[config.mk]
export PLATFORM = sky130hd
export DESIGN_NAME = ram_sequencer
export DESIGN_NICKNAME = d
export VERILOG_FILES = /design/src/logic/bus_pkg.sv /design/src/logic/ctrl_pkg.sv /design/src/logic/ram_sequencer.sv
export SDC_FILE = /design/constraint.sdc
export NUM_CORES = 1
export LEC_CHECK = 0
export BUFFER_PORTS_ARGS = -buffer_cell sky130_fd_sc_hd__clkbuf_2
export CORE_ASPECT_RATIO = 1.75
export CORE_MARGIN = 3
export CORE_UTILIZATION = 46
export CTS_CLUSTER_DIAMETER = 200
export CTS_CLUSTER_SIZE = 10
export DETAILED_ROUTE_END_ITERATION = 8
export PLACE_DENSITY = 0.83
export SYNTH_ARGS = -nofsm -noshare
export SYNTH_HDL_FRONTEND = slang
export SYNTH_SLANG_ARGS = --single-unit
export TNS_END_PERCENT = 5
[constraint.sdc]
create_clock -name clk_in -period 3.3 [get_ports clk_in]
set_clock_uncertainty 0.1 [all_clocks]
set_input_delay 0.495 -clock clk_in [delete_from_list [all_inputs] [get_ports clk_in]]
set_output_delay 0.495 -clock clk_in [all_outputs]
set_load 0.01 [all_outputs]
[src/logic/bus_pkg.sv]
package bus_pkg;

    // wishbone side, fixed by the riscv core bus
    typedef logic [31:0] addr_t;
    typedef logic [31:0] word_t;
    typedef logic [3:0]  sel_t;

    // ram side
    localparam int RAM_ADDR_W = 12;

    typedef logic [7:0]            byte_t;
    typedef logic [RAM_ADDR_W-1:0] ram_addr_t;

endpackage

[src/logic/ctrl_pkg.sv]
package ctrl_pkg;

    // which wishbone port a beat belongs to
    typedef enum logic {
        PORT_IF,
        PORT_DATA
    } port_t;

    // byte lane inside a 32-bit word
    typedef logic [1:0] lane_t;

    // beats buffered between arbiter and sequencer, keep a power of two
    localparam int FIFO_DEPTH = 4;

    typedef enum logic [1:0] {
        ARB_IDLE,
        ARB_ISSUE,
        ARB_WAIT,
        ARB_ACK
    } arb_state_t;

endpackage

[src/logic/ram_sequencer.sv]
`timescale 1ns/1ps

module ram_sequencer import bus_pkg::*, ctrl_pkg::*; (
    input  logic      clk_in,
    input  logic      rst_in,
    input  logic      rdy_in,
    input  logic      empty,
    input  logic      we_q,
    input  ram_addr_t addr_q,
    input  byte_t     wbyte_q,
    input  lane_t     lane_q,
    input  logic      last_q,
    input  port_t     port_q,
    input  byte_t     ram_q,
    output logic      pop,
    output logic      ram_we,
    output ram_addr_t ram_addr,
    output byte_t     ram_d,
    output logic      done,
    output port_t     done_port,
    output word_t     done_data
);

    // read beat issued last cycle, its byte is on ram_q now
    logic  rd_pend;
    lane_t rd_lane;
    logic  rd_last;
    port_t rd_port;

    word_t asm_word;

    assign pop      = rdy_in && !empty;
    assign ram_we   = pop && we_q;
    assign ram_addr = addr_q;
    assign ram_d    = wbyte_q;

    always_ff @(posedge clk_in) begin
        if (rst_in) begin
            rd_pend   <= 1'b0;
            done      <= 1'b0;
            done_port <= PORT_IF;
            asm_word  <= '0;
        end else begin
            rd_pend <= pop && !we_q;
            done    <= 1'b0;

            // word has been handed over, start the next one from zero
            if (done) begin
                asm_word <= '0;
            end

            if (pop && we_q && last_q) begin
                done      <= 1'b1;
                done_port <= port_q;
            end

            if (rd_pend) begin
                asm_word[8*rd_lane +: 8] <= ram_q;
                if (rd_last) begin
                    done      <= 1'b1;
                    done_port <= rd_port;
                end
            end
        end
    end

    always_ff @(posedge clk_in) begin
        if (pop && !we_q) begin
            rd_lane <= lane_q;
            rd_last <= last_q;
            rd_port <= port_q;
        end
    end

    // zero for writes, as the word is cleared after every completion
    assign done_data = asm_word;

endmodule

---- Word level (Yosys, flattened, before mapping) ----
Index checks and enable logic that the tools add are counted.
word-level totals
  register bits ........................... 39
  bits of input ports ..................... 37
  output and inout bits ................... 56
  word-level logic and storage cells ...... 26
cells by class
  $add $sub $neg .......................... 1
  shift-type cells ........................ 2
  multiplexer cells ....................... 10
  reduce and logical (&&, ||, !) cells .... 6
operators by type and width
  operator                                                number
  2-to-1 mux 32 bit                                       3
  negation 5 -> 34 bit                                    1
  variable shift 8 x 34 -> 32 bit (first input constant)  1
  variable part select 8 x 34 -> 32 bit                   1
  bitwise mux 32 bit                                      1
  2-to-1 mux 1 bit                                        6
  logical AND 1 bit                                       4
  logical NOT 1 bit                                       2

---- Depth between registers and ports, before layout ----
  word-level depth ........................ 7
  gate-level depth with buffers ........... 7

---- Worst setup path before layout ----
Ideal clock, no wire load.
  path kind ............................... register to register
  start point ............................. register rd_lane[0]
  end point ............................... register asm_word[16] (netlist: done_data[16])
  arrival ................................. 1674 ps
  setup slack ............................. 1464 ps
  cell stages (with the launch flop) ...... 6
  path buffers ............................ 0
  cell sequence ........................... edfxtp_1 > inv_1 > ha_1 > nand4bb_4 > nor4b_4 > a22o_1
between the ends
  word-level cells in the longest chain between the ends .. 4
RTL lines
  item                                                                                             RTL line             source
  start: declaration                                                                               ram_sequencer.sv:26  lane_t rd_lane;
  start signal: assignment                                                                         ram_sequencer.sv:69  rd_lane <= lane_q;
  negation 5 -> 34 bit (*)                                                                         ram_sequencer.sv:58  asm_word[8*rd_lane +: 8] <= ram_q;
  variable part select 8 x 34 -> 32 bit / variable shift 8 x 34 -> 32 bit (equally long branches)  ram_sequencer.sv:58
  bitwise mux 32 bit (*)                                                                           ram_sequencer.sv:58
  2-to-1 mux 32 bit (*)                                                                            ram_sequencer.sv:57  if (rd_pend) begin
  end signal: indexed assignment                                                                   ram_sequencer.sv:58
  end: declaration                                                                                 ram_sequencer.sv:30  word_t asm_word;
Mark *: on every way between the ends. The rest lies on a longest branch, timed or not.
A chain may end at the register's enable or synchronous reset.

---- Worst setup path in the final report ----
  start point ............................. register rd_lane[0]
  end point ............................... register asm_word[18] (netlist: done_data[18])
The elaborated chain is that of the path after synthesis.

==> metrics.md <==
| Metric | Value |
|---|---|
| GRT Total Usage | `between 15 and 20%` |
| Clock Pin Slew Worst Setup and Hold Paths | `~0.070 ns` |
| Die W | `51 microns` |
| Net count after synthesis | `189` |
| DP Area | `0.00176 sq mm` |
| Final Max Tran Viols | `0` |
| RSZ-0062 raised after global routing | `false` |
| Reg2Reg Depth | `4` |
| Crit path max fanout | `8` |
| Synth warn | `0` |
| Max Cap Violations | `0` |
| Cell area after layout | `0.00184 sq mm` |
| Rows | `28` |
| Drt initial violations | `22` |
| Vias in the first global route | `1,252` |
| Synthesis-stage register bit count | `39` |
| TritonCTS clock tree | `done` |
| Register area share after synthesis | `50.3%` |
| Ports | `93` |
| Initial antenna violation count | `0` |
| ANT cells | `0` |
| Die area | `0.00432 sq mm` |
| Power, Total | `roughly 0.84 mW` |
| 1st-pass router iterations | `4` |
| Required @ worst endpoint | `3.44 ns` |
| CP Capture Type | `flip-flop` |
| Cts repair resizes | `0` |
| Peak supply drop | `0.335 mV` |
| Worst r2r src | `rd_lane[0]` |
| Worst-Skew Late Latency | `0.29 ns` |
| Worst Tran Pin Value | `0.884 ns` |
| Synth cell types | `27` |
| # port buffers | `52` |
| DRC | `0` |
| Synth Cell Area | `0.00163 sq mm` |
| Total CTS buffers | `5` |
| Post-DRT Antenna Nets | `0` |
| Crit share post-route | `around 62%` |
| Clock tree buffer depth | `2` |
| Setup TNS | `0 ns` |
| CTS Hold Bufs | `0` |
| Initial core utilization | `a little under half` |
| Hold_ws | `0.280 ns` |
| GP Congestion | `0.848` |
| Largest net degree at the start of global routing | `24` |
| Post-layout util | `54.2%` |
| Post-DR vias/cell | `around 5.5` |
| Final hold vios | `0` |
| Worst EP arrival | `2.17 ns` |
| Layout cells sized above 1 | `between 30% and 40%` |
| Hold endpoint | `rd_lane[1]` |
| DR WL/cell | `15.4 microns` |
| H-tree Lvls | `2` |
| Core region area | `about 0.0034 sq mm` |
| R2r setup slk | `1.27 ns` |
| Die height | `84.8 microns` |
| Leak | `approximately 0.81 nW` |
| Final setup violation count | `0` |
| FMAX | `492 MHz` |
| Clock sinks | `39` |
| Post-Syn Area per Cell | `11.1 sq um` |
| Min-Delay Startpoint | `lane_q[1]` |
| R2r endpoint | `done_data[18]` |
| Vias | `1,241` |
| Routed Wire Length | `3460 microns` |
| Hold Path Class | `in2reg` |
| Detailed placement HPWL | `between 2000 and 3000 microns` |
| Status | `completed` |
| Post-Syn Instances | `147` |
| Pwr Density | `458 mW/mm^2` |
| Root Driver | `clkbuf_8` |
| Rel. slew slack | `40.7%` |
| Hold Path Depth | `1` |
| Setup bufs post-CTS | `0` |
| Critical path launch point type | `flip-flop` |
| Final Critical Period | `around 2.0 ns` |
| Total gr overflow | `0` |
| First-pass GRT wire length | `5720 microns` |
| Nets | `~220` |
| Post-synthesis to final-layout area growth | `13.0%` |
| WS Path Type | `reg2reg` |
-- cells in the final DEF (no fill, tap or decap), drive strengths merged, types with 2 or more instances in the layout --
cell type   n
clkbuf     58
dfxtp      35
nor2       18
a22o       16
a32oi      15
ha          5
inv         4
a21oi       4
edfxtp      4
a211oi      3
and2        2
and3b       2
nand2       2
nand4b      2
-- worst max path at each step --
stage / startpoint / end / slack [ns] / depth (start not counted)
2_1_floorplan: rd_lane[0] / done_data[16] / 1.46 / 5
3_3_place_gp: rd_lane[0] / done_data[18] / 1.34 / 5
4_1_cts: rd_lane[0] / done_data[18] / 1.24 / 4
6_report: rd_lane[0] / done_data[18] / 1.27 / 4
5_1_grt: rd_lane[0] / done_data[18] / 1.05 / 4
3_5_place_dp: rd_lane[0] / done_data[18] / 1.28 / 5
-- cell usage after synthesis --
cell	instances	area [sq um]
a211oi_1	2	15.0
a211oi_2	1	12.5
a21oi_1	4	20.0
a22o_1	16	140
a32oi_1	15	131
and2_1	2	12.5
and3b_1	2	17.5
and4b_1	1	10.0
buf_1	1	3.75
buf_2	1	5.00
buf_4	21	158
buf_6	1	11.3
clkbuf_1	3	11.3
dfxtp_1	35	701
edfxtp_1	4	120
ha_1	5	62.6
inv_1	4	15.0
mux2i_1	1	10.0
nand2_1	2	7.51
nand2b_1	1	6.26
nand4b_1	2	17.5
nand4bb_4	1	27.5
nor2_1	18	67.6
nor2b_1	1	6.26
nor3_1	1	5.00
nor3b_2	1	12.5
nor4b_4	1	23.8
-- where the power goes --
part | leakage, nW | internal, mW | switching, mW
Combinational | 0.451 | 0.0181 | 0.0319
Sequential | 0.319 | 0.482 | 0.00424
Clock | 0.0412 | 0.147 | 0.160
-- worst max-delay path, cell delays in order (launching register included) --
cell	delay (ns)
edfxtp_1	0.51
inv_1	0.13
ha_1	0.25
a211oi_1	0.76
a22o_1	0.24
-- flip-flops by register name (all words and copies together) (netlist names) --
name,cells
done,1
done_port,1
rd_lane,2
rd_last,1
rd_port,1
done_data,32
rd_pend,1
-- through the flow --
stage / std cells / worst slack, ns
5_1_grt: 225 / 1.05
2_1_floorplan: 147 / 1.46
3_3_place_gp: 217 / 1.34
3_5_place_dp: 217 / 1.28
4_1_cts: 225 / 1.24
6_report: 225 / 1.27
-- cells by family after synthesis --
group	share of synthesized area [%]
compound gates	19.6
flops	50.3
mux	0.614
fa+ha+maj	3.84
simple gates	13.1
buf+inv	12.5
-- layout make-up --
type                    count  area [sq um]
inverters                   4          15.0
clock buffers               6          72.6
multi-input cells          77           606
clock inverters             2          12.5
well taps                  45          56.3
repair buffers             52           260
fillers                   322          1560
flip-flops and latches     39           821
-- per-layer routing --
| layer | vias to the layer above | track usage, % | share of wire, % |
|---|---|---|---|
| met5 | - | 0 | 0 |
| met4 | 0 | 12.0 | 3.8 |
| met3 | 22 | 7.82 | 7.7 |
| met2 | 52 | 29.0 | 52 |
| met1 | 578 | 17.7 | 36 |
| li1 | 589 | - | - |
Note: power is estimated with default switching activity, not from simulation.
