`config.mk`:
```
export PLATFORM = sky130hd
export DESIGN_NAME = beat_fifo
export DESIGN_NICKNAME = d
export VERILOG_FILES = /design/src/logic/bus_pkg.sv /design/src/logic/ctrl_pkg.sv /design/src/logic/beat_fifo.sv
export SDC_FILE = /design/constraint.sdc
export NUM_CORES = 1
export LEC_CHECK = 0
export ABC_AREA = 1
export BUFFER_PORTS_ARGS = -buffer_cell sky130_fd_sc_hd__buf_4
export CAP_MARGIN = 40
export CORE_ASPECT_RATIO = 0.5
export CORE_MARGIN = 8
export CORE_UTILIZATION = 51
export DETAILED_ROUTE_END_ITERATION = 12
export GPL_ROUTABILITY_DRIVEN = 0
export HOLD_SLACK_MARGIN = 0.06
export MAX_ROUTING_LAYER = met4
export PLACE_DENSITY_LB_ADDON = 0.12
export RECOVER_POWER = 50
export SLEW_MARGIN = 40
export SYNTH_ARGS = -nofsm -noshare
export SYNTH_HDL_FRONTEND = slang
export SYNTH_SLANG_ARGS = --single-unit
```
`constraint.sdc`:
```
create_clock -name clk_in -period 1.9 [get_ports clk_in]
set_input_delay 0.38 -clock clk_in [delete_from_list [all_inputs] [get_ports clk_in]]
set_output_delay 0.38 -clock clk_in [all_outputs]
set_load 0.03 [all_outputs]
```
`src/logic/bus_pkg.sv`:
```
package bus_pkg;

    // wishbone side, fixed by the riscv core bus
    typedef logic [31:0] addr_t;
    typedef logic [31:0] word_t;
    typedef logic [3:0]  sel_t;

    // ram side
    localparam int RAM_ADDR_W = 12;

    typedef logic [7:0]            byte_t;
    typedef logic [RAM_ADDR_W-1:0] ram_addr_t;

endpackage

```
`src/logic/ctrl_pkg.sv`:
```
package ctrl_pkg;

    // which wishbone port a beat belongs to
    typedef enum logic {
        PORT_IF,
        PORT_DATA
    } port_t;

    // byte lane inside a 32-bit word
    typedef logic [1:0] lane_t;

    // beats buffered between arbiter and sequencer, keep a power of two
    localparam int FIFO_DEPTH = 4;

    typedef enum logic [1:0] {
        ARB_IDLE,
        ARB_ISSUE,
        ARB_WAIT,
        ARB_ACK
    } arb_state_t;

endpackage

```
`src/logic/beat_fifo.sv`:
```
`timescale 1ns/1ps

module beat_fifo import bus_pkg::*, ctrl_pkg::*; (
    input  logic      clk_in,
    input  logic      rst_in,
    input  logic      push,
    input  logic      pop,
    input  logic      we,
    input  ram_addr_t addr,
    input  byte_t     wbyte,
    input  lane_t     lane,
    input  logic      last,
    input  port_t     port,
    output logic      we_q,
    output ram_addr_t addr_q,
    output byte_t     wbyte_q,
    output lane_t     lane_q,
    output logic      last_q,
    output port_t     port_q,
    output logic      full,
    output logic      empty
);

    logic      we_mem    [0:FIFO_DEPTH-1];
    ram_addr_t addr_mem  [0:FIFO_DEPTH-1];
    byte_t     wbyte_mem [0:FIFO_DEPTH-1];
    lane_t     lane_mem  [0:FIFO_DEPTH-1];
    logic      last_mem  [0:FIFO_DEPTH-1];
    port_t     port_mem  [0:FIFO_DEPTH-1];

    logic [$clog2(FIFO_DEPTH)-1:0]   wr_ptr;
    logic [$clog2(FIFO_DEPTH)-1:0]   rd_ptr;
    logic [$clog2(FIFO_DEPTH+1)-1:0] count;
    logic [$clog2(FIFO_DEPTH+1)-1:0] count_next;
    logic do_push;
    logic do_pop;

    assign do_push = push && !full;
    assign do_pop  = pop && !empty;

    always_comb begin
        case ({do_push, do_pop})
            2'b10:   count_next = count + 1'b1;
            2'b01:   count_next = count - 1'b1;
            default: count_next = count;
        endcase
    end

    always_ff @(posedge clk_in) begin
        if (rst_in) begin
            wr_ptr <= '0;
            rd_ptr <= '0;
            count  <= '0;
            full   <= 1'b0;
            empty  <= 1'b1;
        end else begin
            // pointers wrap on their own since depth is a power of two
            if (do_push) wr_ptr <= wr_ptr + 1'b1;
            if (do_pop) rd_ptr <= rd_ptr + 1'b1;
            count <= count_next;
            full  <= (count_next == FIFO_DEPTH);
            empty <= (count_next == 0);
        end
    end

    always_ff @(posedge clk_in) begin
        if (do_push) begin
            we_mem[wr_ptr]    <= we;
            addr_mem[wr_ptr]  <= addr;
            wbyte_mem[wr_ptr] <= wbyte;
            lane_mem[wr_ptr]  <= lane;
            last_mem[wr_ptr]  <= last;
            port_mem[wr_ptr]  <= port;
        end
    end

    // head entry is visible before the pop
    assign we_q    = we_mem[rd_ptr];
    assign addr_q  = addr_mem[rd_ptr];
    assign wbyte_q = wbyte_mem[rd_ptr];
    assign lane_q  = lane_mem[rd_ptr];
    assign last_q  = last_mem[rd_ptr];
    assign port_q  = port_mem[rd_ptr];

endmodule

```
**Word level (Yosys, flattened, before mapping)**

Memories as Yosys holds them, arrays and structs flattened. A register that Yosys moved wholly into a read port is not among the register bits.
Index checks and enable logic that the tools add are counted.

- Bits in registers: 9
- RAM bits: 100
- Input bits: 29
- Output and inout port bits: 27
- Word-level logic and storage cells: 38
- Memories: 6

- $add $sub $neg: 4
- Eq/ne operators: 3
- Mux-type cells: 15
- Reduce and logical (&&, ||, !) cells: 5

Memory list:

| name | words | width | rd ports | clocked after memory_dff | wr ports | line | source |
|---|---|---|---|---|---|---|---|
| addr_mem | 4 | 12 | 1 | 1 | 1 | beat_fifo.sv:25 | `ram_addr_t addr_mem [0:FIFO_DEPTH-1];` |
| wbyte_mem | 4 | 8 | 1 | 1 | 1 | beat_fifo.sv:26 | `byte_t wbyte_mem [0:FIFO_DEPTH-1];` |
| lane_mem | 4 | 2 | 1 | 1 | 1 | beat_fifo.sv:27 | `lane_t lane_mem [0:FIFO_DEPTH-1];` |
| last_mem | 4 | 1 | 1 | 1 | 1 | beat_fifo.sv:28 | `logic last_mem [0:FIFO_DEPTH-1];` |
| port_mem | 4 | 1 | 1 | 1 | 1 | beat_fifo.sv:29 | `port_t port_mem [0:FIFO_DEPTH-1];` |
| we_mem | 4 | 1 | 1 | 1 | 1 | beat_fifo.sv:24 | `logic we_mem [0:FIFO_DEPTH-1];` |

Operators by type and width:

| kind | count |
|---|---|
| 2-bit 2-to-1 mux | 12 |
| 3-bit case mux with 2 select lines | 1 |
| 2-bit by 1-bit adder with 2-bit output (second input constant) | 2 |
| 3-bit by 1-bit adder with 3-bit output (second input constant) | 1 |
| 3-bit == test (second input constant) | 1 |
| 3-bit zero test | 1 |
| 3-bit by 1-bit subtractor with 3-bit output (second input constant) | 1 |
| 2-bit by 1-bit == test with 1-bit output (second input constant) | 1 |
| 2-bit == test (second input constant) | 1 |
| 1-bit logical AND | 2 |
| 1-bit zero test | 2 |
| 1-bit 2-to-1 mux | 2 |

**Logic depth before layout (Yosys ltp)**

- Depth in word-level cells: 5
- Mapped depth: 11
- Mapped depth without buffers: 11

**Worst setup path after synthesis**

Ideal clock, no wire load.

- Path type: reg2reg
- Start: register full
- End: memory addr_mem[0][0] (netlist bit) (enable)
- Setup time: 0.407 ns
- Arrival time: 1.713 ns
- Required time: 1.493 ns
- Path slack: -0.220 ns
- Stages on the path, launching flop included: 4
- Buffers on the path: 0
- Period minus slack after synthesis: 2.120 ns
- Path through: dfxtp_1 > inv_1 > nand2_1 > nor2_1

- Word-level cells in the longest chain between the ends: 4

Ends and longest elaborated chain:

| element | line | source |
|---|---|---|
| from (decl) | beat_fifo.sv:20 | `output logic full,` |
| from (signal assigned) | beat_fifo.sv:61 | `full <= (count_next == FIFO_DEPTH);` |
| 1-bit zero test | beat_fifo.sv:38 | `assign do_push = push && !full;` |
| 1-bit logical AND | beat_fifo.sv:38 |  |
| 1-bit 2-to-1 mux | beat_fifo.sv:67 | `if (do_push) begin` |
| 1-bit 2-to-1 mux (implied by the code) | beat_fifo.sv:69 | `addr_mem[wr_ptr] <= addr;` |
| to (decl) | beat_fifo.sv:25 |  |

No other way between the ends.

==> impl_summary.log <==
INFO  metric run_status = complete, no violations
INFO  metric floorplan.die.width = approximately 140 µm
INFO  metric synth.ff_latch_count = roughly 110
INFO  metric unrepaired_setup_endpoints_after_global_routing = true
INFO  metric worstPathRequired = between 1.5 and 2 ns
INFO  metric placed_cell_area = ~4800 µm²
INFO  metric yosys.area_share.adder = under 10%
INFO  metric report.final.slew_viol_count = 0
INFO  metric criticalPathCategory = reg -> out
INFO  metric post_drt_via_cell_ratio = approximately 5.2
INFO  metric antenna_found_initial = 0
INFO  metric chip_height = ~80 µm
INFO  metric synth_top_family_by_area = compound AO/OA/AOI/OAI gates
INFO  metric fillCellCount = between 600 and 700
INFO  metric diodes = 0
INFO  metric part_of_the_power_in_combinational_logic = approximately 22%
INFO  metric power_frac_clock = 31.5%
INFO  metric clock_tree.root_cell = clkbuf_16
INFO  metric hold_ws = ~0.22 ns
INFO  metric intPower = ~4.5 mW
INFO  metric insertion_delay = 0.35 ns
INFO  metric seq_power_share = 46.2%
INFO  metric hpwl_reported_at_the_end_of_detailed_placement = approximately 5400 µm
INFO  metric power.static_leakage = between 1.5 and 2 nW
INFO  metric layout_worst_path_cycle_share = 98.1%
INFO  metric hold_viol_final = 0
INFO  metric layout_common_cells = edfxtp_1, nor2_1, o21ai_0, buf_4, clkbuf_1
INFO  metric cp-start-kind = register
INFO  metric post_synth_inst_count = between 300 and 400
INFO  metric worstHoldPathType = in -> reg
INFO  metric floorplan.core_area = about 8000 µm²
INFO  metric worstRegToRegCells = 8
INFO  metric placed_cells = 475
INFO  metric die-area = ~12000 µm²
INFO  metric p_sw_share = a little under 30%
INFO  metric firstDrtPassIters = 4
INFO  metric synth-compound-area-share = approximately a tenth
INFO  metric ys_warn_count = 0
INFO  metric multiplexer_area_fraction_after_synthesis = 0%
INFO  metric detail_route.drc_violations = 0
INFO  metric grt_max_degree = between 50 and 60
INFO  metric power.density = around 1300 nW/µm²
INFO  metric worst_hold_path.num_cells = 2
INFO  metric period_needed = roughly 1.9 ns
INFO  metric synth_to_final_area_change = 19.3%
INFO  metric dr_total_vias = approximately 2600
INFO  metric grt_use_total = about 16%
INFO  metric non_filler_cells_in_the_finished_layout = 492
INFO  metric setup.reg_to_reg.worst_slack = about 0.13 ns
INFO  metric mostFrequentLayoutCell = edfxtp_1
INFO  metric cts_tree = done
INFO  metric top_achievable_clock_speed = 536 MHz
INFO  metric cts_sinks = approximately 110
INFO  metric netlist_area = 4240 µm²
INFO  metric relSlewSlack = approximately three quarters
INFO  metric finish.instance_area = 5060 µm²
INFO  metric cp_cell_sequence = inv_8 -> o21ai_0 -> o22ai_1 -> buf_4
INFO  metric crit_fanout = 50
INFO  metric synthesis.nets = 345
INFO  metric vdd_ir_drop_max = 0.566 mV
INFO  metric placement.io_buffers = 55
INFO  metric grt_pass1_vias = about 2600
INFO  metric timing.critical_path.arrival = between 1 and 1.5 ns
INFO  metric critPathSlowestCell = dfxtp_4
INFO  metric drtIter0Drc = 164
INFO  metric synth_cell_types = 21
INFO  metric setup.worst_path.end_class = output port
INFO  metric post_drt_wl_per_cell = 17.2 µm
INFO  metric overflow = 0
INFO  metric timing.final.setup_violations = 0
INFO  metric synth-simple-area-share = 6.94%
INFO  metric grt_pass1_wl = between 10000 and 15000 µm
INFO  metric effective_utilization_at_floorplan = between 50 and 60%
INFO  metric cts-hold-fix-buffers = 0
INFO  metric final_layout_size_suffix_gt1_share = 16.6%
INFO  metric tritoncts.num_buffers = 9
INFO  metric cp_slowest_stage_delay = about 0.38 ns
INFO  metric finalWirelength = about 8400 µm
INFO  metric max-cap-violations = 0
INFO  metric max-clock-path-buffers = 2
INFO  metric std_cell_rows = 23
INFO  metric antenna_violating_nets_post_route = 0
INFO  metric slew_at_the_pin_with_the_worst_max_slew_slack = ~0.37 ns
INFO  metric cts.clk_slew.worst_paths = approximately 0.07 ns
INFO  metric ioPinCount = 56
INFO  metric final_nets = between 400 and 500
INFO  metric power.net_switching = 1.88 mW
INFO  metric syn_area_per_cell = about 14 µm²
INFO  metric xor_xnor_fraction_of_synth_area = less than 1%
INFO  metric ys_seq_area_share = between 70% and 80%
INFO  metric cts_max_level = 3
INFO  metric final.setup_skew = 0.0108 ns
state kept, by name, indices dropped and copies added (netlist names), 3 cells and up, named ones only:
name and count:
count 3, lane_mem 8, last_mem 4, wbyte_mem 32
addr_mem 48, we_mem 4, port_mem 4
per-stage QoR:
step | util (%) | setup WS (ns) | TNS [ns] | power (mW)
after floorplan | - | -0.220 | -21.98 | 3.94
after global placement | 59.7 | 0.194 | 0 | 4.41
after detailed placement | 59.7 | 0.117 | 0 | 4.45
after CTS | 64.2 | -0.00305 | -0.00591 | 6.48
after global routing | 63.0 | -0.0412 | -0.147 | 6.69
final | 63.0 | 0.0360 | 0 | 6.40
cell usage after synthesis (all sizes together):
library cell    n  area, µm²
xnor2           1       8.76
a21oi           4       20.0
nor2           61        236
ha              5       62.6
nand2          11       41.3
nand4           1       6.26
xor2            1       8.76
fa              1       20.0
inv            19       73.8
dfxtp          11        220
buf            15        105
edfxtp        100       3000
o21ai          53        265
o22ai          25        156
nand3           2       10.0
power groups by stage:
stage / combinational [mW] / clock [mW] / sequential, mW
4_1_cts: 1.47 / 2.06 / 2.96
5_1_grt: 1.55 / 2.16 / 2.97
2_1_floorplan: 0.927 / 0 / 3.01
3_5_place_dp: 1.45 / 0 / 3.00
3_3_place_gp: 1.42 / 0 / 2.99
6_report: 1.42 / 2.02 / 2.96
cells by family (layout without fill, tap and decap cells):
| group | after synthesis | count (layout) |
|---|---|---|
| flops | 111 | 111 |
| compound gates | 82 | 82 |
| simple gates | 75 | 75 |
| buf+inv | 34 | 104 |
| fa+ha+maj | 6 | 6 |
| xor+xnor | 2 | 2 |
critical path: cells and delay by family (launching register included):
kind,cells,cell delay [ns]
DFF,1,0.38
AOI/OAI and AO/OA,2,0.32
buffers and inverters,2,0.42
routing by layer:
layer | track usage, % | share of wire, %
met5 | - | 0
met4 | 3.23 | 0.37
met1 | 19.3 | 46
met2 | 24.4 | 48
met3 | 5.66 | 5.9
repair_timing:
item                                    CTS  global route
resized for setup                         8             8
endpoints found under the setup margin   23            22
setup buffers                             0             0
gates cloned                              1             0
cell type report:
| type | instances | area, µm² | share of cell area, % |
|---|---|---|---|
| Timing Repair Buffer | 69 | 439 | 8.69 |
| Sequential cell | 111 | 3230 | 63.9 |
| Tap cell | 112 | 140 | 2.77 |
| Multi-Input combinational cell | 165 | 833 | 16.5 |
| Inverter | 19 | 83.8 | 1.66 |
| Clock inverter | 7 | 104 | 2.05 |
| Clock buffer | 9 | 225 | 4.45 |
worst paths after layout:
path | startpoint | end
worst max-delay path | register | addr_q[1]
worst min-delay path | rst_in | register
worst max register to register | empty$_SDFF_PP1_ | full$_SDFF_PP0_
worst min register to register | rd_ptr[0]$_SDFFE_PP0P_ | rd_ptr[0]$_SDFFE_PP0P_
Note: power is estimated with default switching activity, not from simulation.
