**src/logic/bus_pkg.sv**
```systemverilog
package bus_pkg;

    // wishbone side, fixed by the riscv core bus
    typedef logic [31:0] addr_t;
    typedef logic [31:0] word_t;
    typedef logic [3:0]  sel_t;

    // ram side
    localparam int RAM_ADDR_W = 12;

    typedef logic [7:0]            byte_t;
    typedef logic [RAM_ADDR_W-1:0] ram_addr_t;

endpackage

```
**src/logic/ctrl_pkg.sv**
```systemverilog
package ctrl_pkg;

    // which wishbone port a beat belongs to
    typedef enum logic {
        PORT_IF,
        PORT_DATA
    } port_t;

    // byte lane inside a 32-bit word
    typedef logic [1:0] lane_t;

    // beats buffered between arbiter and sequencer, keep a power of two
    localparam int FIFO_DEPTH = 4;

    typedef enum logic [1:0] {
        ARB_IDLE,
        ARB_ISSUE,
        ARB_WAIT,
        ARB_ACK
    } arb_state_t;

endpackage

```
**src/logic/req_arbiter.sv**
```systemverilog
`timescale 1ns/1ps

module req_arbiter import bus_pkg::*, ctrl_pkg::*; (
    input  logic      clk_in,
    input  logic      rst_in,
    input  logic      if_cyc,
    input  logic      if_stb,
    input  addr_t     if_adr,
    output logic      if_ack,
    output word_t     if_dat_r,
    input  logic      d_cyc,
    input  logic      d_stb,
    input  logic      d_we,
    input  addr_t     d_adr,
    input  sel_t      d_sel,
    input  word_t     d_dat_w,
    output logic      d_ack,
    output word_t     d_dat_r,
    input  logic      fifo_full,
    input  logic      done,
    input  port_t     done_port,
    input  word_t     done_data,
    output logic      push,
    output logic      beat_we,
    output ram_addr_t beat_addr,
    output byte_t     beat_byte,
    output lane_t     beat_lane,
    output logic      beat_last,
    output port_t     beat_port
);

    arb_state_t state;

    logic      d_req;
    logic      if_req;
    port_t     cur_port;
    logic      cur_we;
    ram_addr_t cur_adr;
    word_t     cur_dat;
    lane_t     last_lane;
    lane_t     lane_cnt;
    word_t     rdata;

    // legal masks are 0001, 0011 and 1111
    function automatic lane_t sel_last_lane(input sel_t sel);
        if (sel[3]) return 2'd3;
        else if (sel[1]) return 2'd1;
        else return 2'd0;
    endfunction

    assign d_req  = d_cyc && d_stb;
    assign if_req = if_cyc && if_stb;

    // one beat per cycle while there is room
    assign push      = (state == ARB_ISSUE) && !fifo_full;
    assign beat_we   = cur_we;
    assign beat_addr = cur_adr + ram_addr_t'(lane_cnt);
    assign beat_byte = cur_dat[8*lane_cnt +: 8];
    assign beat_lane = lane_cnt;
    assign beat_last = (lane_cnt == last_lane);
    assign beat_port = cur_port;

    always_ff @(posedge clk_in) begin
        if (rst_in) begin
            state    <= ARB_IDLE;
            lane_cnt <= '0;
            if_ack   <= 1'b0;
            d_ack    <= 1'b0;
        end else begin
            case (state)
                ARB_IDLE: begin
                    lane_cnt <= '0;
                    if (d_req || if_req) state <= ARB_ISSUE;
                end
                ARB_ISSUE: begin
                    if (push) begin
                        if (beat_last) state <= ARB_WAIT;
                        else lane_cnt <= lane_cnt + 1'b1;
                    end
                end
                ARB_WAIT: begin
                    if (done) begin
                        state  <= ARB_ACK;
                        if_ack <= (done_port == PORT_IF);
                        d_ack  <= (done_port == PORT_DATA);
                    end
                end
                ARB_ACK: begin
                    // master drops stb on this edge
                    if_ack <= 1'b0;
                    d_ack  <= 1'b0;
                    state  <= ARB_IDLE;
                end
                default: state <= ARB_IDLE;
            endcase
        end
    end

    // request is captured while idle, data port first
    always_ff @(posedge clk_in) begin
        if (state == ARB_IDLE) begin
            if (d_req) begin
                cur_port  <= PORT_DATA;
                cur_we    <= d_we;
                cur_adr   <= d_adr[RAM_ADDR_W-1:0];
                cur_dat   <= d_dat_w;
                last_lane <= sel_last_lane(d_sel);
            end else begin
                cur_port  <= PORT_IF;
                cur_we    <= 1'b0;
                cur_adr   <= if_adr[RAM_ADDR_W-1:0];
                cur_dat   <= '0;
                last_lane <= 2'd3;
            end
        end
        if (state == ARB_WAIT && done) begin
            rdata <= done_data;
        end
    end

    assign if_dat_r = rdata;
    assign d_dat_r  = rdata;

endmodule

```
**config.mk**
```make
export PLATFORM = sky130hd
export DESIGN_NAME = req_arbiter
export DESIGN_NICKNAME = d
export VERILOG_FILES = /design/src/logic/bus_pkg.sv /design/src/logic/ctrl_pkg.sv /design/src/logic/req_arbiter.sv
export SDC_FILE = /design/constraint.sdc
export NUM_CORES = 1
export LEC_CHECK = 0
export BUFFER_PORTS_ARGS = -buffer_cell sky130_fd_sc_hd__buf_2
export CORE_MARGIN = 2
export CORE_UTILIZATION = 40
export DETAILED_ROUTE_END_ITERATION = 16
export PLACE_DENSITY = 0.82
export SLEW_MARGIN = 20
export SYNTH_ARGS = -nofsm -noshare
export SYNTH_HDL_FRONTEND = slang
export SYNTH_SLANG_ARGS = --single-unit
export TNS_END_PERCENT = 1
```
**constraint.sdc**
```tcl
create_clock -name clk_in -period 7.5 [get_ports clk_in]
set_input_delay 0.375 -clock clk_in [delete_from_list [all_inputs] [get_ports clk_in]]
set_output_delay 0.375 -clock clk_in [all_outputs]
set_load 0.005 [all_outputs]
```
Yosys cells after proc, flatten, opt, wreduce, memory -nomap -nowiden:

Index checks and enable logic that the tools add are counted.

* $add $sub $neg: 2
* equal/unequal tests: 9
* shift-type cells: 1
* mux-type cells: 15
* bitwise operators: 2
* reduce and logical (&&, ||, !) cells: 13

Operators by type and width (number)
* $shiftx A32 B6 Y8: 1
* $add A12 B2 Y12: 1
* $mux W12: 1
* $mux W2: 6
* $ne A2 B2 Y1 const B: 5
* $pmux W2 S4: 1
* $eq A2 B2 Y1 const B: 2
* $logic_and A1 B1 Y1: 4
* $mux W1: 4
* $pmux W1 S2: 2
* $pmux W2 S2: 1
* $reduce_and A4 Y1: 1
* $reduce_bool A2 Y1: 2
* $reduce_and A3 Y1: 1
* $add A2 B1 Y2 const B: 1
* $eq A2 B1 Y1 const B: 1
* $eq A2 B2 Y1: 1
* $logic_not A2 Y1: 1
* $not A1 Y1: 2
* $reduce_and A2 Y1: 1
* $reduce_or A2 Y1: 1
* $logic_not A1 Y1: 1
* $logic_or A1 B1 Y1: 1

* register bits: 86
* input port bits: 142
* output and inout bits: 92
* logic and storage cells: 52

Longest topological paths before layout:

Gate-level depths: netlist of the first run.

* depth in word-level cells: 4
* mapped depth: 6
* depth with buffers taken out: 6

Worst setup path after synthesis of the first run:

OpenSTA, ideal clock, no wires.

* path type: flip-flop to flip-flop
* from: register state[0]
* to: register state[1]
* setup time: 70 ps
* data arrival time: 2308 ps
* data required time: 7430 ps
* slack: 5122 ps
* stages on the path, launching flop included: 6
* buffers on the path: 0
* period minus slack after synthesis: 2378 ps
* cells stage by stage: dfxtp_1 -> inv_1 -> ha_1 -> nand3_1 -> a31o_1 -> a21oi_1

* longest elaborated chain between the ends: 4
* elaborated cells on any way between the ends: 11
* those cells by class: eq/ne: 7; mux: 1; reduce/logical: 3

RTL lines
* from (decl): RTL line req_arbiter.sv:32 `arb_state_t state;`
* from (signal assigned): RTL line req_arbiter.sv:65 `state <= ARB_IDLE;`
* from (signal assigned): RTL line req_arbiter.sv:73 `if (d_req || if_req) state <= ARB_ISSUE;`
* from (signal assigned): RTL line req_arbiter.sv:77 `if (beat_last) state <= ARB_WAIT;`
* $eq A2 B1 Y1: RTL line req_arbiter.sv:55, req_arbiter.sv:70
* $logic_and A1 B1 Y1: RTL line req_arbiter.sv:55 `assign push = (state == ARB_ISSUE) && !fifo_full;`
* $ne A2 B2 Y1 (no source line)
* $reduce_and A4 Y1 (no source line)

Parallel ways exist; a longest one is shown, timed or not.
A chain may end at the register's enable or synchronous reset.

Worst setup path after layout of the first run:

* from: register lane_cnt[1] (netlist: beat_lane[1])
* to: output port beat_addr[8]

* longest elaborated chain between the ends: 1

RTL lines
* from (decl): RTL line req_arbiter.sv:41 `lane_t lane_cnt;`
* from (signal assigned): RTL line req_arbiter.sv:78 `else lane_cnt <= lane_cnt + 1'b1;`
* $add A12 B2 Y12: RTL line req_arbiter.sv:57 `assign beat_addr = cur_adr + ram_addr_t'(lane_cnt);`
* to (decl): RTL line req_arbiter.sv:25 `output ram_addr_t beat_addr,`

No other way between the ends.

==> metrics.md, run 1 <==
| Metric | Value |
|---|---|
| Layout Skew | `11.7 ps` |
| Crit-path cells | `inv_2 -> fa_1 -> and3b_1 -> xor2_1 -> buf_2` |
| Met3 WL | `789 um` |
| Hold path cells | `1` |
| Synthesized-area fraction occupied by xor and xnor cells | `2.93%` |
| Synth top area share | `62.6%` |
| TNS Setup | `0 ps` |
| Post-synth top area cell | `edfxtp_1` |
| Post-layout net count | `566` |
| First-pass GRT wire length | `12.6 mm` |
| IO buf count | `191` |
| Met2 routed WL | `4.23 mm` |
| P&R area growth vs syn | `27.8%` |
| Total design power | `1520 uW` |
| Root buffer cell | `clkbuf_8` |
| Sequential area share after synthesis | `65.7%` |
| Cell area after layout | `0.00491 sq mm` |
| Fin cells | `551` |
| Clock buffer count from CTS | `9` |
| Vias per Instance | `4.70` |
| Gp weighted congestion | `0.844` |
| Drt pass-1 iters | `4` |
| Final setup viols | `0` |
| Vias in the first global route | `2,519` |
| Final period util | `35.8%` |
| RSZ-0062 raised after global routing | `no` |
| Critical path's largest stage delay | `820 ps` |
| Worst slew pin tran | `760 ps` |
| CTS tree | `built` |
| Reg2reg setup slack | `5670 ps` |
| Crit-path leading delay family | `flip-flops` |
| EDFF count, synth | `80` |
| Ratio of cells with drive above 1 in the final layout | `52.8%` |
| Hold/Removal Path Class | `in -> reg` |
| Deepest clock path buffer count | `2` |
| Critical R2R Capture | `state[1]` |
| Most frequent cell after synthesis | `edfxtp_1` |
| Buf/Inv on CP | `2` |
| Slew margin rel. | `49.2%` |
| Hold-fix buffers, CTS | `0` |
| Post-CTS sizing | `0` |
| Initial antenna violation count | `0` |
| R2R depth | `6` |
| WL/cell | `15.4 um` |
| Antenna diode count | `0` |
| Syn Inst Count | `254` |
| Die H | `102 um` |
| Initial DRC count | `72` |
| Flops & latches, synth | `86` |
| PwrDens | `309 mW/mm^2` |
| Tmin final | `2690 ps` |
| Placed cell areas | `0.00469 sq mm` |
| FILL cells | `806` |
| VDD IR max | `0.000173 V` |
| Row count | `35` |
| Hold Startpoint | `done_data[4]` |
| Data arrival, critical path | `2310 ps` |
| Req. time, crit path | `7120 ps` |
| Cell at the slowest stage of the critical path | `dfxtp_1` |
| Post-DRT Antenna Nets | `0` |
| Synthesized cell area | `0.00384 sq mm` |
| Syn_nets | `403` |
| Leakage | `0.00224 uW` |
| Largest net degree at the start of global routing | `52` |
| Reg area | `0.00252 sq mm` |
| Final WL | `8.46 mm` |
| CP max FO | `14` |
| Crit Path Category | `reg -> out` |
| Max Used Layer | `met4` |
| Max-slew violations | `0` |
| Clock Sink Count | `86` |
| Worst setup EP type | `output port` |
| Logic depth of the worst path, buffers included | `5` |
| Placed cells | `535` |
| Starting density of the core | `41.4%` |
| Yosys cell types | `37` |
| DP Wirelength | `6.38 mm` |
| Largest family of logic cells by synthesized area | `simple AND/OR/NAND/NOR gates` |
| Mux share of post-synthesis cell area | `8.80%` |
| Synth Area in Adders | `2.48%` |
| IO Pins | `234` |
| Vias | `2,588` |
| Max Cap Viol | `0` |
| Synth Area in Compound Gates | `1.82%` |
| Commonest cells in the synthesized netlist | `edfxtp_1, and3_1, buf_4, mux2_1` |
| Worst flop-to-flop path startpoint | `state[1]` |
| DRC viols | `0` |
| Total GRT Usage | `16.4%` |
| Post-CTS Setup Inserts | `0` |
| Final-report hold violation count | `0` |
| CTS H-Tree Depth | `3` |
| Overflow after GRT | `0` |
| Async SR Flop Fraction | `0%` |
| Area occupied by multi-input gates | `0.00101 sq mm` |
| Ys flop type | `edfxtp_1` |
| Simple-gate share of the synthesized area | `10.1%` |
| Endpoint, Worst Hold | `d_dat_r[4]` |
| Crit start category | `flop` |
| Yosys Warn Count | `0` |
| Clock Pin Slew Worst Setup and Hold Paths | `100 ps` |
| Max Clock Freq | `0.372 GHz` |
| Core area | `0.00928 sq mm` |
| Die width | `102 um` |
| Status | `finished, final reports clean` |
| WL met1 | `3.26 mm` |
| Worst skew pair latency | `350 ps` |
| Mean Syn Cell Area | `15.1 sq um` |
| Area contributors post-synth | `edfxtp_1, buf_4, and3_1` |
| Hold_ws | `191 ps` |
| Die area | `0.0104 sq mm` |
[report_power, final]
part / switching [uW] / total [uW] / internal, uW
clock network: 180 / 341 / 162
logic: 215 / 387 / 172
registers: 57.7 / 787 / 729
[cells by family (layout without fill, tap and decap cells)]
group	Yosys count	count (layout)
AOI/OAI and AO/OA	10	10
xor gates and xnor gates	12	12
adders and majority gates	7	7
buffers and inverters	50	218
DFF	86	86
muxes	22	22
and+or+nand+nor	67	67
[layer usage]
| metal | GRT usage, % | up-vias |
|---|---|---|
| met5 | 0 | - |
| met4 | 5.64 | 0 |
| met3 | 6.29 | 14 |
| met2 | 29.9 | 129 |
| met1 | 17.2 | 1211 |
| li1 | - | 1234 |
[registers in the layout (all words and copies together), names as in the netlist, 2 cells and up]
name	count
cur_adr	12
d_dat_r	32
state	2
cur_dat	32
last_lane	2
beat_lane	2
[area by class of cell]
| cell class | instances | area share, % |
|---|---|---|
| tap | 129 | 3.29 |
| timing repair buffer | 193 | 19.8 |
| clock buffer | 9 | 2.52 |
| multi-input combinational | 118 | 20.5 |
| inverter | 9 | 0.688 |
| sequential | 86 | 51.4 |
| clock inverter | 7 | 1.84 |
[worst max-delay path by stage]
stage,to,slack (ps),from
after global placement,beat_addr[8],5130,beat_lane[1]
after detailed placement,beat_addr[8],5120,beat_lane[1]
final,beat_addr[8],4810,beat_lane[1]
after floorplan,state[1],5120,state[0]
after global routing,beat_addr[10],4550,beat_lane[1]
after CTS,beat_addr[8],4720,beat_lane[1]
[per-stage QoR]
stage / worst slack, ps / util, %
CTS: 4720 / 52.9
detailed placement: 5120 / 50.6
global route: 4550 / 52.9
finish: 4810 / 52.9
floorplan: 5120 / -
global placement: 5130 / 50.6
[layout by cell type (no fill, tap or decap), types with 2 or more instances in the layout]
cell and count:
buf_2 191, edfxtp_1 80, and3_1 36, mux2_1 14, clkbuf_8 9, mux4_2 8
nand2_1 8, xnor2_1 7, nor2_1 7, inv_1 6, dfxtp_1 6, ha_1 5
xor2_1 4, inv_2 3, inv_6 3, nand4_1 2, nand3b_1 2, nand3_1 2
nand2b_1 2, o21ai_1 2, nor3_1 2, a21oi_1 2, clkinv_4 2, buf_4 2
Note: power is estimated with default switching activity, not from simulation.
==> inputs of run 2 (changes only) <==
- clock period: 7.5 -> 2.6 ns (I/O delays scaled with it)
==> metrics.md, run 2 (synthesized netlist as in run 1, its figures left out) <==
| Metric | Value |
|---|---|
| Placed cell areas | `0.00471 sq mm (+0.32%)` |
| Drt pass-1 iters | `4 (unchanged)` |
| Crit Path Category | `reg -> out` |
| Hold path cells | `2 (+1)` |
| Die H | `102 um (unchanged)` |
| Fin util | `56.5% (+3.7 points)` |
| Final-report hold violation count | `0 (unchanged)` |
| Worst flop-to-flop path startpoint | `beat_lane[1]` |
| Worst skew pair latency | `350 ps (about the same)` |
| Initial DRC count | `121 (+68%)` |
| Die area | `0.0104 sq mm (unchanged)` |
| WL/cell | `16.3 um (+6.2%)` |
| Cell at the slowest stage of the critical path | `dfxtp_1` |
| Commonest cells after routing, fill and taps aside | `buf_2, edfxtp_1, and3_1, dlygate4sd3_1, mux2_1` |
| Largest net degree at the start of global routing | `49 (-5.8%)` |
| Vias | `2,754 (+6.4%)` |
| Post-layout net count | `600 (+6.0%)` |
| RSZ-0062 raised after global routing | `no` |
| Max Clock Freq | `0.471 GHz` |
| Crit start category | `flop` |
| TNS Setup | `0 ps (unchanged)` |
| Critical path's largest stage delay | `530 ps (-290 ps)` |
| Root buffer cell | `clkbuf_8` |
| Slew margin rel. | `56.9% (+7.7 points)` |
| Data arrival, critical path | `1990 ps (-320 ps)` |
| Hold/Removal Path Class | `in -> reg` |
| Status | `finished, final reports clean` |
| First-pass GRT wire length | `14.3 mm (+14%)` |
| DRC viols | `0 (unchanged)` |
| Reg2reg setup slack | `910 ps (-4760 ps)` |
| Worst slew pin tran | `644 ps (-116 ps)` |
| Crit-path cells | `inv_2 -> fa_1 -> and3b_1 -> xor2_1 -> buf_2` |
| Initial antenna violation count | `0 (unchanged)` |
| Row count | `35 (unchanged)` |
| Antenna diode count | `0 (unchanged)` |
| Clock buffer count from CTS | `9 (unchanged)` |
| Max-slew violations | `0 (unchanged)` |
| Layout Skew | `13.6 ps (+1.82 ps)` |
| Crit-path leading delay family | `flip-flops` |
| Total design power | `4490 uW (+200%)` |
| Ratio of cells with drive above 1 in the final layout | `48.7% (-4.2 points)` |
| R2R depth | `5 (-1)` |
| Core area | `0.00928 sq mm (unchanged)` |
| VDD IR max | `0.000379 V (+120%)` |
| Final period util | `81.7%` |
| DP Wirelength | `6.51 mm (+1.9%)` |
| Leading cell type in the layout, fill and taps excluded | `buf_2` |
| Vias per Instance | `4.71 (+0.23%)` |
| P&R area growth vs syn | `36.7%` |
| Clock Sink Count | `86 (unchanged)` |
| Starting density of the core | `41.4% (unchanged)` |
| Die width | `102 um (unchanged)` |
| Deepest clock path buffer count | `2 (unchanged)` |
| Post-CTS sizing | `0 (unchanged)` |
| Overflow after GRT | `0 (unchanged)` |
| Vias in the first global route | `2,863 (+14%)` |
| Final WL | `9.54 mm (+13%)` |
| IO buf count | `191 (unchanged)` |
| Tmin final | `2120 ps` |
| CP max FO | `6 (-8)` |
| Crit path from | `beat_lane[1]` |
| Post-DRT Antenna Nets | `0 (unchanged)` |
| Critical R2R Capture | `state[0]` |
| Max Cap Viol | `0 (unchanged)` |
| Logic depth of the worst path, buffers included | `5 (unchanged)` |
| Post-CTS Setup Inserts | `0 (unchanged)` |
| Cell area after layout | `0.00525 sq mm (+7.0%)` |
| Gp weighted congestion | `0.846 (+0.21%)` |
| Buf/Inv on CP | `2 (unchanged)` |
| Final setup viols | `0 (unchanged)` |
| Leakage | `0.00239 uW (+6.7%)` |
| Req. time, crit path | `2470 ps (-4650 ps)` |
| CTS tree | `built` |
| Clock Pin Slew Worst Setup and Hold Paths | `80 ps (-20 ps)` |
| Worst setup EP type | `output port` |
| PwrDens | `856 mW/mm^2 (+180%)` |
| Total GRT Usage | `18.3% (+2.0 points)` |
| IO Pins | `234 (unchanged)` |
| Worst setup endpoint | `beat_addr[8]` |
| CTS H-Tree Depth | `3 (unchanged)` |
-- run 2: changes by cell type in the layout (fill, tap and decap cells not counted), sizes merged --
cell         delta
bufinv          +1
dlygate4sd3    +32
buf             +2
inv             -1
-- run 2: worst register-to-register path: cells and delay by family (launching register included) --
kind | cells | cell delay (ps)
flip-flops | 1 | 530
AO/OA/AOI/OAI | 1 | 340
AND/OR/NAND/NOR | 2 | 310
buffers and inverters | 1 | 280
XOR/XNOR | 1 | 120
-- run 2: timing repair --
action                     CTS  global route
hold endpoints to repair    32             0
hold buffers                32             0
setup endpoints to repair    0             0
-- run 2: how the worst min path moves through the flow --
stage          slack (ps)           from           to
2_1_floorplan         200         rst_in     state[1]
3_3_place_gp          310  done_data[24]  d_dat_r[24]
3_5_place_dp          310  done_data[31]  d_dat_r[31]
4_1_cts                 1         rst_in       if_ack
5_1_grt                20         rst_in     state[0]
6_report               30         rst_in       if_ack
-- run 2: routing by layer --
metal  GRT usage [%]  vias up  wire length (um)
met4            7.38        0               235
met1            19.7     1297              3640
li1                -     1297                 -
met5               0        -                 0
met2            33.9      143              4890
met3            5.06       17               775
-- run 2: final cells by class --
cell class	count	area (sq um)
sequential	86	2520
tap	129	161
inverter	9	33.8
multi-input combinational	118	1010
clock buffer	9	124
clock inverter	7	96.3
fill	768	4030
timing repair buffer	227	1310
-- run 2: where the power goes --
| group | switching, uW | leakage, uW | total (uW) | internal (uW) |
|---|---|---|---|---|
| registers | 171 | 0.000845 | 2270 | 2100 |
| logic | 645 | 0.00144 | 1190 | 541 |
| clock network | 487 | 0.000111 | 1030 | 547 |
| total | 1300 | 0.00239 | 4490 | 3190 |
-- run 2: per-stage QoR --
stage,worst slack [ps],hold slack [ps],std cells
global placement,831,308,537
floorplan,222,199,254
detailed placement,799,308,537
global route,288,20.2,585
CTS,408,1.46,585
finish,476,30.3,585
==> inputs of run 3 (changes only) <==
- clock period: 2.6 -> 2.2 ns (I/O delays scaled with it)
==> metrics.md, run 3 (synthesized netlist as in run 1, its figures left out) <==
| Metric | Value |
|---|---|
| Worst setup endpoint | `beat_addr[8]` |
| Die area | `0.0104 sq mm (unchanged)` |
| Antenna diode count | `0 (unchanged)` |
| Status | `finished, final reports clean` |
| Final WL | `9.28 mm (-2.7%)` |
| Final setup viols | `0 (unchanged)` |
| Clock Pin Slew Worst Setup and Hold Paths | `90 ps (about the same)` |
| CTS H-Tree Depth | `3 (unchanged)` |
| Tmin final | `2050 ps` |
| Deepest clock path buffer count | `2 (unchanged)` |
| IO buf count | `191 (unchanged)` |
| Largest net degree at the start of global routing | `49 (unchanged)` |
| Root buffer cell | `clkbuf_8` |
| Hold_ws | `23.6 ps (-6.69 ps)` |
| Vias per Instance | `4.72 (+0.23%)` |
| Req. time, crit path | `2090 ps (-380 ps)` |
| Final period util | `93.2%` |
| CTS tree | `built` |
| R2R depth | `5 (unchanged)` |
| IO Pins | `234 (unchanged)` |
| Final-report hold violation count | `0 (unchanged)` |
| Post-DRT Antenna Nets | `0 (unchanged)` |
| Die width | `102 um (unchanged)` |
| Starting density of the core | `41.4% (unchanged)` |
| Worst skew pair latency | `350 ps (about the same)` |
| Slew margin rel. | `55.5% (-1.5 points)` |
| Layout Skew | `11.0 ps (-2.57 ps)` |
| Total GRT Usage | `17.6% (-0.72 points)` |
| VDD IR max | `0.000477 V (+26%)` |
| TNS Setup | `0 ps (unchanged)` |
| Worst setup EP type | `output port` |
| Die H | `102 um (unchanged)` |
| Critical R2R Capture | `state[0]` |
| DRC viols | `0 (unchanged)` |
| Fin util | `56.5% (about the same)` |
| Clock buffer count from CTS | `9 (unchanged)` |
| Post-layout net count | `601 (+0.17%)` |
| Row count | `35 (unchanged)` |
| Crit start category | `flop` |
| PwrDens | `994 mW/mm^2 (+16%)` |
| Leading cell type in the layout, fill and taps excluded | `buf_2` |
| Max Cap Viol | `0 (unchanged)` |
| Clock Sink Count | `86 (unchanged)` |
| DP Wirelength | `6.50 mm (-0.12%)` |
| Overflow after GRT | `0 (unchanged)` |
| CP max FO | `5 (-1)` |
| Gp weighted congestion | `0.790 (-6.6%)` |
| Worst flop-to-flop path startpoint | `beat_lane[1]` |
| First-pass GRT wire length | `13.8 mm (-2.9%)` |
| RSZ-0062 raised after global routing | `no` |
| Reg2reg setup slack | `590 ps (-320 ps)` |
| Reg area | `0.00252 sq mm (about the same)` |
| Crit path from | `beat_lane[0]` |
| Data arrival, critical path | `1940 ps (-50 ps)` |
| Worst slew pin tran | `666 ps (+21.9 ps)` |
| Max Clock Freq | `0.488 GHz` |
| Hold/Removal Path Class | `in -> reg` |
| Total design power | `5210 uW (+16%)` |
| Crit Path Category | `reg -> out` |
| Vias | `2,765 (+0.40%)` |
| Placed cell areas | `0.00471 sq mm (unchanged)` |
| Initial DRC count | `86 (-29%)` |
| Core area | `0.00928 sq mm (unchanged)` |
| Ratio of cells with drive above 1 in the final layout | `49.0% (+0.33 points)` |
| Cell area after layout | `0.00525 sq mm (about the same)` |
| Commonest cells after routing, fill and taps aside | `buf_2, edfxtp_1, and3_1, dlygate4sd3_1, mux2_1` |
| Vias in the first global route | `2,819 (-1.5%)` |
| Leakage | `0.00239 uW (about the same)` |
| FILL cells | `768 (unchanged)` |
| P&R area growth vs syn | `36.6% (about the same)` |
| Drt pass-1 iters | `4 (unchanged)` |
| Area occupied by multi-input gates | `0.00101 sq mm (unchanged)` |
| Max-slew violations | `0 (unchanged)` |
| Initial antenna violation count | `0 (unchanged)` |
| WL/cell | `15.8 um (-2.8%)` |
-- run 3: cell count changes in the layout (fill, tap and decap cells not counted), sizes merged --
| cell | change |
|---|---|
| dlygate4sd3 | +1 |
| bufinv | -1 |
| clkinv | -1 |
| inv | +2 |
-- run 3: per-layer routing --
metal / GRT usage [%] / up-vias / part of all wire, %
met1: 20.3 / 1300 / 40
met4: 7.08 / 0 / 2.4
met2: 31.0 / 138 / 50
met3: 4.99 / 21 / 7.7
met5: 0 / - / 0
li1: - / 1306 / -
-- run 3: worst max-delay path: stages (launching register included) --
cell and delay, ps:
dfxtp_1 360, ha_1 180, inv_1 50, fa_1 450, and3b_1 260, xor2_1 160, buf_2 140
-- run 3: layout make-up --
cell class,instances,area share (%)
clock buffers,9,2.36
flip-flops and latches,86,48.1
repair buffers,228,25.1
clock inverters,7,1.53
inverters,9,0.644
well taps,129,3.08
multi-input cells,118,19.2
-- run 3: worst min path at each step --
| stage | cells after the start | start | slack [ps] | end |
|---|---|---|---|---|
| after global placement | 1 | done_data[7] | 290 | d_dat_r[7] |
| after detailed placement | 1 | done_data[9] | 290 | d_dat_r[9] |
| after CTS | 2 | d_sel[3] | 10 | last_lane[1] |
| after global routing | 2 | d_sel[3] | 30 | last_lane[1] |
| after floorplan | 1 | rst_in | 180 | state[1] |
| final | 3 | done_port | 20 | d_ack |
-- run 3: per-stage QoR --
step | setup WS [ps] | std cells
6_report | 150 | 586
5_1_grt | 17.2 | 586
4_1_cts | 26.7 | 586
3_5_place_dp | 400 | 537
3_3_place_gp | 449 | 537
2_1_floorplan | 390 | 254
-- run 3: what timing repair did --
action / CTS / global route
hold endpoints to repair: 36 / 0
endpoints found under the setup margin: 0 / 5
hold buffers: 33 / 0
buffers inserted: 0 / 0
gates resized for setup: 0 / 1
-- run 3: report_power, final --
part / total (uW) / internal [uW] / switching [uW]
logic: 1390 / 638 / 750
registers: 2680 / 2490 / 197
clock network: 1140 / 544 / 598
total: 5210 / 3670 / 1540
